==> src/sdram_addr_pkg.sv <==
// ----------------------------------------------------------------------
// SDRAM address fields and address pin select codes
// CPU word address split as bank[23:22], row[21:10], col[9:0]
// Row is zero-extended onto the 13-bit address pins
// ----------------------------------------------------------------------
package sdram_addr_pkg;

    localparam int unsigned BANK_W     = 2;
    localparam int unsigned ROW_W      = 12;
    localparam int unsigned COL_W      = 10;
    localparam int unsigned CPU_ADDR_W = 24;
    localparam int unsigned SD_ADDR_W  = 13;

    // What the address mux puts on sd_addr
    localparam logic [1:0] ADDR_SEL_ROW     = 2'd0;
    localparam logic [1:0] ADDR_SEL_COL     = 2'd1;
    localparam logic [1:0] ADDR_SEL_PRE_ALL = 2'd2;

    typedef struct packed {
        logic [BANK_W-1:0] bank;
        logic [ROW_W-1:0]  row;
        logic [COL_W-1:0]  col;
    } sdram_addr_fields_t;

    // Same CPU word, seen raw or as SDRAM fields
    typedef union packed {
        logic [CPU_ADDR_W-1:0] word;
        sdram_addr_fields_t    f;
    } sdram_addr_u;

endpackage

==> src/sdram_cmd_pkg.sv <==
// ----------------------------------------------------------------------
// SDRAM command encodings and controller state codes
// Command bits are ordered {cs, ras, cas, we}, all active low on pins
// Mode register command is not used, the model starts ready
// ----------------------------------------------------------------------
package sdram_cmd_pkg;

    // {cs, ras, cas, we}
    localparam logic [3:0] CMD_NOP       = 4'b0111;
    localparam logic [3:0] CMD_ACTIVE    = 4'b0011;
    localparam logic [3:0] CMD_READ      = 4'b0101;
    localparam logic [3:0] CMD_WRITE     = 4'b0100;
    localparam logic [3:0] CMD_PRECHARGE = 4'b0010;
    localparam logic [3:0] CMD_REFRESH   = 4'b0001;

    // Controller states
    localparam logic [2:0] ST_IDLE      = 3'd0;
    localparam logic [2:0] ST_ACTIVATE  = 3'd1;
    localparam logic [2:0] ST_READ      = 3'd2;
    localparam logic [2:0] ST_WRITE     = 3'd3;
    localparam logic [2:0] ST_REFRESH   = 3'd4;
    localparam logic [2:0] ST_PRECHARGE = 3'd5;

endpackage

==> src/sdram_addr_mux.sv <==
// ----------------------------------------------------------------------
// Address latch and SDRAM bank/address pin register
// addr_sel only moves with a new command, so pins hold in between
// Precharge-all drives only address bit 10, the bank pins keep value
// ----------------------------------------------------------------------
`timescale 1ns/1ns

module sdram_addr_mux
    import sdram_addr_pkg::*;
(
    input  logic                  clk,
    input  logic                  rst_n,
    input  logic                  sync,
    input  logic [CPU_ADDR_W-1:0] addr,
    input  logic                  req_latch,
    input  logic [1:0]            addr_sel,
    output logic [BANK_W-1:0]     sd_ba,
    output logic [SD_ADDR_W-1:0]  sd_addr
);

    localparam logic [SD_ADDR_W-1:0] PRE_ALL_ADDR = SD_ADDR_W'(1) << 10;

    sdram_addr_u addr_q;
    sdram_addr_u addr_src;

    // New request address is used in the same cycle it is latched
    always_comb begin
        addr_src = addr_q;
        if (req_latch) begin
            addr_src.word = addr;
        end
    end

    always_ff @(posedge clk or negedge rst_n) begin
        if (!rst_n) begin
            addr_q  <= '0;
            sd_ba   <= '0;
            sd_addr <= '0;
        end else if (sync) begin
            addr_q <= addr_src;
            sd_ba  <= addr_src.f.bank;
            case (addr_sel)
                ADDR_SEL_ROW:     sd_addr <= {{(SD_ADDR_W - ROW_W){1'b0}}, addr_src.f.row};
                // Column fits below bit 10, so auto precharge stays off
                ADDR_SEL_COL:     sd_addr <= SD_ADDR_W'(addr_src.f.col);
                ADDR_SEL_PRE_ALL: sd_addr <= PRE_ALL_ADDR;
                default:          sd_addr <= sd_addr;
            endcase
        end
    end

endmodule

==> src/sdram_ctrl_fsm.sv <==
// ----------------------------------------------------------------------
// Control FSM: activate, read/write, precharge-all, refresh
// One access at a time, every access closes with precharge-all
// Accesses win over refresh, a write wins over a read
// Datapath pulses are combinational and valid in the issuing cycle
// All registers advance only while sync is high
// ----------------------------------------------------------------------
`timescale 1ns/1ns

module sdram_ctrl_fsm
    import sdram_cmd_pkg::*;
    import sdram_addr_pkg::*;
#(
    parameter int unsigned T_RCD = 2,
    parameter int unsigned T_RFC = 4
) (
    input  logic       clk,
    input  logic       rst_n,
    input  logic       sync,
    input  logic       we,
    input  logic       oe,
    input  logic       refresh,
    input  logic       refresh_due,
    input  logic       rd_done,
    output logic [3:0] cmd,
    output logic [1:0] addr_sel,
    output logic       req_latch,
    output logic       wr_issue,
    output logic       rd_issue,
    output logic       refresh_ack,
    output logic       busy
);

    localparam int unsigned CNT_MAX = (T_RCD > T_RFC) ? T_RCD : T_RFC;
    localparam int unsigned CNT_W   = $clog2(CNT_MAX + 2);

    logic [2:0]       state;
    logic [2:0]       state_d;
    logic [CNT_W-1:0] cnt;
    logic [CNT_W-1:0] cnt_d;
    logic [3:0]       cmd_d;
    logic             busy_d;
    logic             op_write;
    logic             op_write_d;
    logic [1:0]       addr_sel_q;

    always_comb begin
        state_d     = state;
        cnt_d       = cnt + 1'b1;
        cmd_d       = CMD_NOP;
        busy_d      = busy;
        op_write_d  = op_write;
        addr_sel    = addr_sel_q;
        req_latch   = 1'b0;
        wr_issue    = 1'b0;
        rd_issue    = 1'b0;
        refresh_ack = 1'b0;

        case (state)
            ST_IDLE: begin
                cnt_d = '0;
                if (we || oe) begin
                    req_latch  = 1'b1;
                    op_write_d = we;
                    cmd_d      = CMD_ACTIVE;
                    addr_sel   = ADDR_SEL_ROW;
                    busy_d     = 1'b1;
                    state_d    = ST_ACTIVATE;
                end else if (refresh || refresh_due) begin
                    refresh_ack = 1'b1;
                    cmd_d       = CMD_REFRESH;
                    busy_d      = 1'b1;
                    state_d     = ST_REFRESH;
                end
            end

            ST_ACTIVATE: begin
                // Column command lands T_RCD cycles after ACTIVE
                if (cnt == CNT_W'(T_RCD - 1)) begin
                    cnt_d    = '0;
                    addr_sel = ADDR_SEL_COL;
                    if (op_write) begin
                        cmd_d    = CMD_WRITE;
                        wr_issue = 1'b1;
                        state_d  = ST_WRITE;
                    end else begin
                        cmd_d    = CMD_READ;
                        rd_issue = 1'b1;
                        state_d  = ST_READ;
                    end
                end
            end

            ST_READ: begin
                // Data path counts CAS latency and reports back
                cnt_d = '0;
                if (rd_done) begin
                    cmd_d    = CMD_PRECHARGE;
                    addr_sel = ADDR_SEL_PRE_ALL;
                    state_d  = ST_PRECHARGE;
                end
            end

            ST_WRITE: begin
                // Precharge two cycles after WRITE
                if (cnt == CNT_W'(1)) begin
                    cnt_d    = '0;
                    cmd_d    = CMD_PRECHARGE;
                    addr_sel = ADDR_SEL_PRE_ALL;
                    state_d  = ST_PRECHARGE;
                end
            end

            ST_PRECHARGE: begin
                cnt_d   = '0;
                busy_d  = 1'b0;
                state_d = ST_IDLE;
            end

            ST_REFRESH: begin
                if (cnt == CNT_W'(T_RFC - 1)) begin
                    cnt_d   = '0;
                    busy_d  = 1'b0;
                    state_d = ST_IDLE;
                end
            end

            default: begin
                cnt_d   = '0;
                busy_d  = 1'b0;
                state_d = ST_IDLE;
            end
        endcase
    end

    always_ff @(posedge clk or negedge rst_n) begin
        if (!rst_n) begin
            state      <= ST_IDLE;
            cnt        <= '0;
            cmd        <= CMD_NOP;
            busy       <= 1'b0;
            op_write   <= 1'b0;
            addr_sel_q <= ADDR_SEL_ROW;
        end else if (sync) begin
            state      <= state_d;
            cnt        <= cnt_d;
            cmd        <= cmd_d;
            busy       <= busy_d;
            op_write   <= op_write_d;
            addr_sel_q <= addr_sel;
        end
    end

endmodule

==> src/sdram_ctrl_top.sv <==
// ----------------------------------------------------------------------
// Single-port SDRAM controller, simulation only
// SDRAM data bus split into sd_data out and sd_rdata in, no tristate
// No mode register or power-up init, the SDRAM is assumed ready
// Strobes are taken only while busy is low, sync is a clock enable
// ----------------------------------------------------------------------
`timescale 1ns/1ns

module sdram_ctrl_top
    import sdram_addr_pkg::*;
#(
    parameter int unsigned T_RCD            = 2,
    parameter int unsigned CAS_LATENCY      = 2,
    parameter int unsigned T_RFC            = 4,
    parameter int unsigned REFRESH_INTERVAL = 64
) (
    input  logic                  clk,
    input  logic                  rst_n,
    input  logic                  sync,
    input  logic [15:0]           din,
    input  logic [CPU_ADDR_W-1:0] addr,
    input  logic [1:0]            ds,
    input  logic                  we,
    input  logic                  oe,
    input  logic                  refresh,
    input  logic                  autorefresh,
    input  logic [15:0]           sd_rdata,
    output logic [15:0]           dout,
    output logic                  rd_valid,
    output logic                  busy,
    output logic [15:0]           sd_data,
    output logic [SD_ADDR_W-1:0]  sd_addr,
    output logic [1:0]            sd_dqm,
    output logic [BANK_W-1:0]     sd_ba,
    output logic                  sd_cs,
    output logic                  sd_ras,
    output logic                  sd_cas,
    output logic                  sd_we,
    output logic                  sd_clk
);

    logic [3:0] cmd;
    logic [1:0] addr_sel;
    logic       req_latch;
    logic       wr_issue;
    logic       rd_issue;
    logic       rd_done;
    logic       refresh_ack;
    logic       refresh_due;

    assign sd_clk = clk;
    assign {sd_cs, sd_ras, sd_cas, sd_we} = cmd;

    sdram_ctrl_fsm #(
        .T_RCD (T_RCD),
        .T_RFC (T_RFC)
    ) i_ctrl_fsm (
        .clk         (clk),
        .rst_n       (rst_n),
        .sync        (sync),
        .we          (we),
        .oe          (oe),
        .refresh     (refresh),
        .refresh_due (refresh_due),
        .rd_done     (rd_done),
        .cmd         (cmd),
        .addr_sel    (addr_sel),
        .req_latch   (req_latch),
        .wr_issue    (wr_issue),
        .rd_issue    (rd_issue),
        .refresh_ack (refresh_ack),
        .busy        (busy)
    );

    sdram_addr_mux i_addr_mux (
        .clk       (clk),
        .rst_n     (rst_n),
        .sync      (sync),
        .addr      (addr),
        .req_latch (req_latch),
        .addr_sel  (addr_sel),
        .sd_ba     (sd_ba),
        .sd_addr   (sd_addr)
    );

    sdram_data_path #(
        .CAS_LATENCY (CAS_LATENCY)
    ) i_data_path (
        .clk       (clk),
        .rst_n     (rst_n),
        .sync      (sync),
        .din       (din),
        .ds        (ds),
        .req_latch (req_latch),
        .wr_issue  (wr_issue),
        .rd_issue  (rd_issue),
        .sd_rdata  (sd_rdata),
        .sd_data   (sd_data),
        .sd_dqm    (sd_dqm),
        .dout      (dout),
        .rd_valid  (rd_valid),
        .rd_done   (rd_done)
    );

    sdram_refresh_timer #(
        .REFRESH_INTERVAL (REFRESH_INTERVAL)
    ) i_refresh_timer (
        .clk         (clk),
        .rst_n       (rst_n),
        .sync        (sync),
        .autorefresh (autorefresh),
        .refresh_ack (refresh_ack),
        .refresh_due (refresh_due)
    );

endmodule

==> src/sdram_data_path.sv <==
// ----------------------------------------------------------------------
// Write data and byte mask drive, read data capture
// Read data is expected on sd_rdata CAS_LATENCY cycles after READ
// and is registered into dout one cycle later, CAS_LATENCY >= 1
// sd_dqm is 11 on every cycle without a column command
// ----------------------------------------------------------------------
`timescale 1ns/1ns

module sdram_data_path #(
    parameter int unsigned CAS_LATENCY = 2
) (
    input  logic        clk,
    input  logic        rst_n,
    input  logic        sync,
    input  logic [15:0] din,
    input  logic [1:0]  ds,
    input  logic        req_latch,
    input  logic        wr_issue,
    input  logic        rd_issue,
    input  logic [15:0] sd_rdata,
    output logic [15:0] sd_data,
    output logic [1:0]  sd_dqm,
    output logic [15:0] dout,
    output logic        rd_valid,
    output logic        rd_done
);

    logic [15:0]          din_q;
    logic [1:0]           ds_q;
    // Bit k is set in the k-th cycle after READ is on the pins
    logic [CAS_LATENCY:0] rd_pipe;

    // Request payload
    always_ff @(posedge clk) begin
        if (sync && req_latch) begin
            din_q <= din;
            ds_q  <= ds;
        end
    end

    always_ff @(posedge clk or negedge rst_n) begin
        if (!rst_n) begin
            sd_data  <= '0;
            sd_dqm   <= 2'b11;
            rd_pipe  <= '0;
            dout     <= '0;
            rd_valid <= 1'b0;
        end else if (sync) begin
            sd_dqm  <= 2'b11;
            rd_pipe <= {rd_pipe[CAS_LATENCY-1:0], rd_issue};
            if (wr_issue) begin
                sd_data <= din_q;
                sd_dqm  <= ~ds_q;
            end else if (rd_issue) begin
                sd_dqm <= 2'b00;
            end
            if (rd_pipe[CAS_LATENCY]) begin
                dout <= sd_rdata;
            end
            rd_valid <= rd_pipe[CAS_LATENCY];
        end
    end

    // FSM closes the read on the same event that flags dout valid
    assign rd_done = rd_valid;

endmodule

==> src/sdram_refresh_timer.sv <==
// ----------------------------------------------------------------------
// Auto-refresh interval timer
// Counts only sync-enabled cycles with autorefresh high
// refresh_due stays set until acknowledged, the count holds meanwhile
// Any acknowledge, manual refreshes included, restarts the interval
// ----------------------------------------------------------------------
`timescale 1ns/1ns

module sdram_refresh_timer #(
    parameter int unsigned REFRESH_INTERVAL = 64
) (
    input  logic clk,
    input  logic rst_n,
    input  logic sync,
    input  logic autorefresh,
    input  logic refresh_ack,
    output logic refresh_due
);

    localparam int unsigned CNT_W = $clog2(REFRESH_INTERVAL + 1);

    logic [CNT_W-1:0] cnt;

    always_ff @(posedge clk or negedge rst_n) begin
        if (!rst_n) begin
            cnt         <= '0;
            refresh_due <= 1'b0;
        end else if (sync) begin
            if (refresh_ack) begin
                cnt         <= '0;
                refresh_due <= 1'b0;
            end else if (autorefresh && !refresh_due) begin
                if (cnt == CNT_W'(REFRESH_INTERVAL - 1)) begin
                    cnt         <= '0;
                    refresh_due <= 1'b1;
                end else begin
                    cnt <= cnt + 1'b1;
                end
            end
        end
    end

endmodule

==> config.mk <==
export PLATFORM = sky130hd
export DESIGN_NAME = sdram_ctrl_top
export DESIGN_NICKNAME = d
export VERILOG_FILES = /design/src/sdram_addr_pkg.sv /design/src/sdram_cmd_pkg.sv /design/src/sdram_addr_mux.sv /design/src/sdram_ctrl_fsm.sv /design/src/sdram_ctrl_top.sv /design/src/sdram_data_path.sv /design/src/sdram_refresh_timer.sv
export SDC_FILE = /design/constraint.sdc
export NUM_CORES = 1
export LEC_CHECK = 0
export BUFFER_PORTS_ARGS = -buffer_cell sky130_fd_sc_hd__buf_2
export CAP_MARGIN = 20
export CORE_MARGIN = 4
export CORE_UTILIZATION = 50
export DETAILED_ROUTE_END_ITERATION = 16
export PLACE_DENSITY_LB_ADDON = 0.1
export SYNTH_ARGS = -nofsm -noshare
export SYNTH_HDL_FRONTEND = slang
export SYNTH_SLANG_ARGS = --single-unit
export TNS_END_PERCENT = 5
==> constraint.sdc <==
create_clock -name clk -period 3.4 [get_ports clk]
set_input_delay 0.51 -clock clk [delete_from_list [all_inputs] [get_ports clk]]
set_output_delay 0.51 -clock clk [all_outputs]
set_load 0.01 [all_outputs]
Word level (Yosys, flattened, before mapping)
Index checks and enable logic that the tools add are counted.
{"block": "word_totals", "romBits": 0, "latchBits": 0, "register_bits": 117, "mem_bits_rw": 0, "output_inout_bits": 56, "n_memories": 0}
{"block": "op_classes", "n_mul": 0, "reduce_logical": 20, "eq_ne": 14, "muxes": 48, "shift": 0, "addsub": 2, "n_lt_le_gt_ge": 0, "n_bitwise": 2, "div_mod_pow": 0}
{"op": "$pmux 13 s3", "count": 1}
{"op": "$mux 3", "count": 11}
{"op": "$mux 24", "count": 1}
{"op": "$mux 7", "count": 3}
{"op": "$mux 1", "count": 19}
{"op": "$pmux 4 s4", "count": 1}
{"op": "$pmux 3 s5", "count": 1}
{"op": "$mux 2", "count": 6}
{"op": "$eq 3x2->1 const B", "count": 3}
{"op": "$mux 4", "count": 2}
{"op": "$ne 2x1->1 const B", "count": 4}
{"op": "$pmux 2 s4", "count": 1}
{"op": "$reduce_and 2->1", "count": 4}
{"op": "$add 7x1->7 const B", "count": 1}
{"op": "$eq 7x6->1 const B", "count": 1}
{"op": "$eq 3x1->1 const B", "count": 2}
{"op": "$pmux 3 s2", "count": 1}
{"op": "$reduce_and 3->1", "count": 2}
{"op": "$reduce_and 6->1", "count": 1}
{"op": "$reduce_and 4->1", "count": 1}
{"op": "$reduce_bool 2->1", "count": 2}
{"op": "$add 3x1->3 const B", "count": 1}
{"op": "$eq 3x3->1 const B", "count": 1}
{"op": "$logic_not 3->1", "count": 1}
{"op": "13 further kinds", "count": 15}

Longest topological paths before layout
{"block": "depth", "ltp_word": 6, "ltp_mapped": 11, "depth_no_buf": 11}

Modules after synthesis
A second synthesis with hierarchy kept.
{"block": "unflattened", "hier_cells": 396, "hier_area_um2": 5235.0}
{"mod": "sdram_data_path", "n_inst": 1, "area_per_inst_um2": 2047.0, "cells_per_inst": 104, "seq_area_each_um2": 1493.9}
{"mod": "sdram_addr_mux", "n_inst": 1, "area_per_inst_um2": 1800.5, "cells_per_inst": 139, "seq_area_each_um2": 900.9}
{"mod": "sdram_ctrl_fsm", "n_inst": 1, "area_per_inst_um2": 919.6, "cells_per_inst": 104, "seq_area_each_um2": 329.1}
{"mod": "sdram_refresh_timer", "n_inst": 1, "area_per_inst_um2": 460.4, "cells_per_inst": 48, "seq_area_each_um2": 200.2}
{"mod": "sdram_ctrl_top", "n_inst": 1, "area_per_inst_um2": 7.5, "cells_per_inst": 1, "seq_area_each_um2": 0.0}

==> flow_summary.toml <==
[sta]
finalHoldViolations = 0
tns_ns = 0
fin_crit_sh_pct = 83.2
worst-slew-pin-transition_ns = 0.707
setup-violations-final = 0
report.final.slew_viol_count = 0
fin_crit_ns = 2.83
clock_skew_ns = 0.0102
timing.slew.headroom_pct = 52.8
rsz0062_at_grt = "false"
maxClockFrequency_mhz = 353

[worst_hold_path]
hold_path.class = "in2reg"
whs_path_depth = 1

[synthesis]
postSynth.asyncResetShare_pct = 84.1
ys_seq_area_share_pct = 57.9
synth_area_um2 = 5050
synth.ff_latch_count = 113
synth_warnings = 0
synth_top_flop_cell = "sky130_fd_sc_hd__dfrtp_1"
synthDistinctLibCells = 60
synthesis.area_per_instance_um2 = 13.7
synth_edf_count = 18
syn-instance-count = 369

[floorplanning]
num_io_pins = 121
floorplan.die_area_um2 = 11800
die-width_um = 108
core_area_um2 = 9820
floorplan.die.height_um = 108
num_rows = 36
starting_density_pct = 51.4

[detailed_routing]
drc = 0
vias = 3463
dr.pass1.iters = 4
route.detailed.vias_per_inst = 5.38
ant_nets = 0
wirelength_per_cell_um = 16.7
drt_iter0_drc = 176
totalWireLength_um = 10700

[layout]
num-nets-final = 571
antennaDiodeCount = 0
layout-drive-gt1-share_pct = 45.4
area_growth_pct = 26.8
final_standard_cell_area_without_fillers_um2 = 6400
finish.cell_count_without_fillers = 644

[clocking]
clk_pin_slew_ns = 0.06
clk-insertion-delay-late_ns = 0.62
tritoncts = "done"

[global_routing]
first_global_vias = 3543
globalRouteOverflowTotal = 0
grt_max_degree = 96
grt.total_usage_pct = 19.4
grt_antenna_before_repair = 0
grt_first_pass_wirelength_um = 17400

[place]
postPlaceCellArea_um2 = 5750
gpl.final_weighted_congestion = 0.804
placed_wire_length_estimate_after_detailed_placement_um = 7150
numPlacedInstances = 608
port_buf_inserts = 118

[job]
max_cap_viol_count = 0

[critical_path]
critical_path_peak_fanout = 16
reg2reg_depth = 8
timing.setup.critical_path_class = "reg2reg"
start_kind = "register"
cp_data_required_time_ns = 3.92
worst_setup_path_end_kind = "register"
worst_path_arrival_time_ns = 3.35

[pwr]
leakagePower_uw = 0.00305
design_power_total_uw = 5990
power_per_cell_area_nw_per_um2 = 936
power.ir.vdd_worst_uv = 597

[status]
run_status = "completed"
==> power by group <==
group          internal, uW  switching [uW]  leakage, uW
sequential             1890             339      0.00135
combinational           952             889      0.00138
clock                  1290             628     0.000317
==> metrics by stage <==
step | util (%) | setup WS (ns) | hold slack, ns
3_3_place_gp | 58.5 | 0.726 | 0.456
3_5_place_dp | 58.5 | 0.550 | 0.465
5_1_grt | 65.2 | 0.353 | 0.0355
6_report | 65.2 | 0.571 | 0.0645
4_1_cts | 65.2 | 0.578 | 0.0351
2_1_floorplan | - | 0.864 | 0.214
==> worst max-delay path: stages, from the launching register on <==
cell,delay (ns)
sky130_fd_sc_hd__dfrtp_1,0.56
sky130_fd_sc_hd__nor2b_1,0.23
sky130_fd_sc_hd__o32ai_1,0.46
sky130_fd_sc_hd__nand2_1,0.14
sky130_fd_sc_hd__o21a_1,0.15
sky130_fd_sc_hd__ha_1,0.20
sky130_fd_sc_hd__nand2b_1,0.15
sky130_fd_sc_hd__or3b_2,0.59
sky130_fd_sc_hd__o221ai_1,0.24
==> routing by layer <==
layer / vias to the layer above / global-route usage, % / wire, um
li1: 1613 / - / -
met4: 0 / 8.12 / 177
met5: - / 0 / 0
met3: 20 / 6.81 / 696
met1: 1702 / 24.0 / 4670
met2: 128 / 30.8 / 5190
==> cell type report <==
class	count	area (um^2)
clock buffers	25	485
clock inverters	11	163
fillers	782	3420
inverters	9	33.8
multi-input cells	228	1960
flip-flops and latches	113	2920
well taps	133	166
repair buffers	125	663
==> cells in the mapped netlist, types with 3 or more instances <==
master / n / area share [%]
sky130_fd_sc_hd__dfrtp_1: 90 / 45
sky130_fd_sc_hd__mux2_2: 41 / 9.1
sky130_fd_sc_hd__mux2i_1: 24 / 4.8
sky130_fd_sc_hd__nand2_1: 21 / 1.6
sky130_fd_sc_hd__mux2_4: 19 / 5.7
sky130_fd_sc_hd__edfxtp_1: 18 / 11
sky130_fd_sc_hd__nor2_1: 15 / 1.1
sky130_fd_sc_hd__o21ai_0: 12 / 1.2
sky130_fd_sc_hd__o221ai_1: 10 / 1.7
sky130_fd_sc_hd__a31oi_1: 8 / 0.99
sky130_fd_sc_hd__ha_1: 8 / 2.0
sky130_fd_sc_hd__inv_1: 8 / 0.60
sky130_fd_sc_hd__nand2b_1: 7 / 0.87
sky130_fd_sc_hd__a21oi_1: 6 / 0.60
sky130_fd_sc_hd__clkbuf_1: 6 / 0.45
sky130_fd_sc_hd__buf_4: 5 / 0.74
sky130_fd_sc_hd__dfstp_2: 5 / 2.6
sky130_fd_sc_hd__buf_6: 4 / 0.89
sky130_fd_sc_hd__a21o_1: 3 / 0.45
sky130_fd_sc_hd__a22o_1: 3 / 0.52
sky130_fd_sc_hd__buf_2: 3 / 0.30
sky130_fd_sc_hd__nand3_1: 3 / 0.30
sky130_fd_sc_hd__nand3b_1: 3 / 0.45
sky130_fd_sc_hd__o31ai_1: 3 / 0.45
==> kinds of logic (layout without fill, tap and decap cells) <==
kind of cell | Yosys count | after routing | share of synthesized area, %
other cells | 1 | 2 | 0.0743
simple gates | 71 | 71 | 8.26
mux | 84 | 84 | 19.6
flops | 113 | 113 | 57.9
buf+inv | 29 | 170 | 3.20
fa+ha+maj | 8 | 8 | 1.98
xor+xnor | 1 | 1 | 0.174
compound gates | 62 | 62 | 8.80
==> worst paths after layout <==
kind | end | from | slack, ns
max | i_addr_mux.sd_addr[4] | i_ctrl_fsm.state[1] | 0.57
min in group asynchronous | i_refresh_timer.cnt[1] | rst_n | 0.47
max in group asynchronous | i_addr_mux.addr_q[18] | rst_n | 2.50
max reg2reg | i_addr_mux.sd_addr[4] | i_ctrl_fsm.state[1] | 0.57
min | i_data_path.din_q[9] | din[9] | 0.06
min reg2reg | i_data_path.sd_dqm[0] | i_data_path.ds_q[0] | 0.47
==> cell usage in the layout (no fill, tap or decap), drive strengths merged, types with 2 or more instances in the layout <==
master / count
a21oi: 6
nand4b: 2
a31oi: 8
nand3b: 3
edfxtp: 18
nor2: 17
o31ai: 3
inv: 10
nor3b: 2
conb: 2
o221ai: 10
nand3: 3
buf: 125
a22o: 3
clkbuf: 24
mux2i: 24
dfstp: 5
a21o: 3
nand2: 23
mux2: 60
bufinv: 4
nor2b: 2
a32oi: 2
o311ai: 2
ha: 8
clkinv: 5
nand2b: 7
dfrtp: 90
o21ai: 12
nor3: 4
==> repair_timing <==
action | CTS | global route
hold endpoints to repair | 90 | 0
gates resized for setup | 0 | 0
buffers inserted | 0 | 0
hold buffers | 1 | 0
==> flip-flops by register name (all words and copies together) (netlist names), 7 cells and up <==
register / flops
i_addr_mux.addr_q: 22
i_addr_mux.sd_addr: 12
i_data_path.din_q: 16
i_data_path.dout: 16
i_data_path.sd_data: 16
i_refresh_timer.cnt: 7
(Power assumes the default switching activity.)
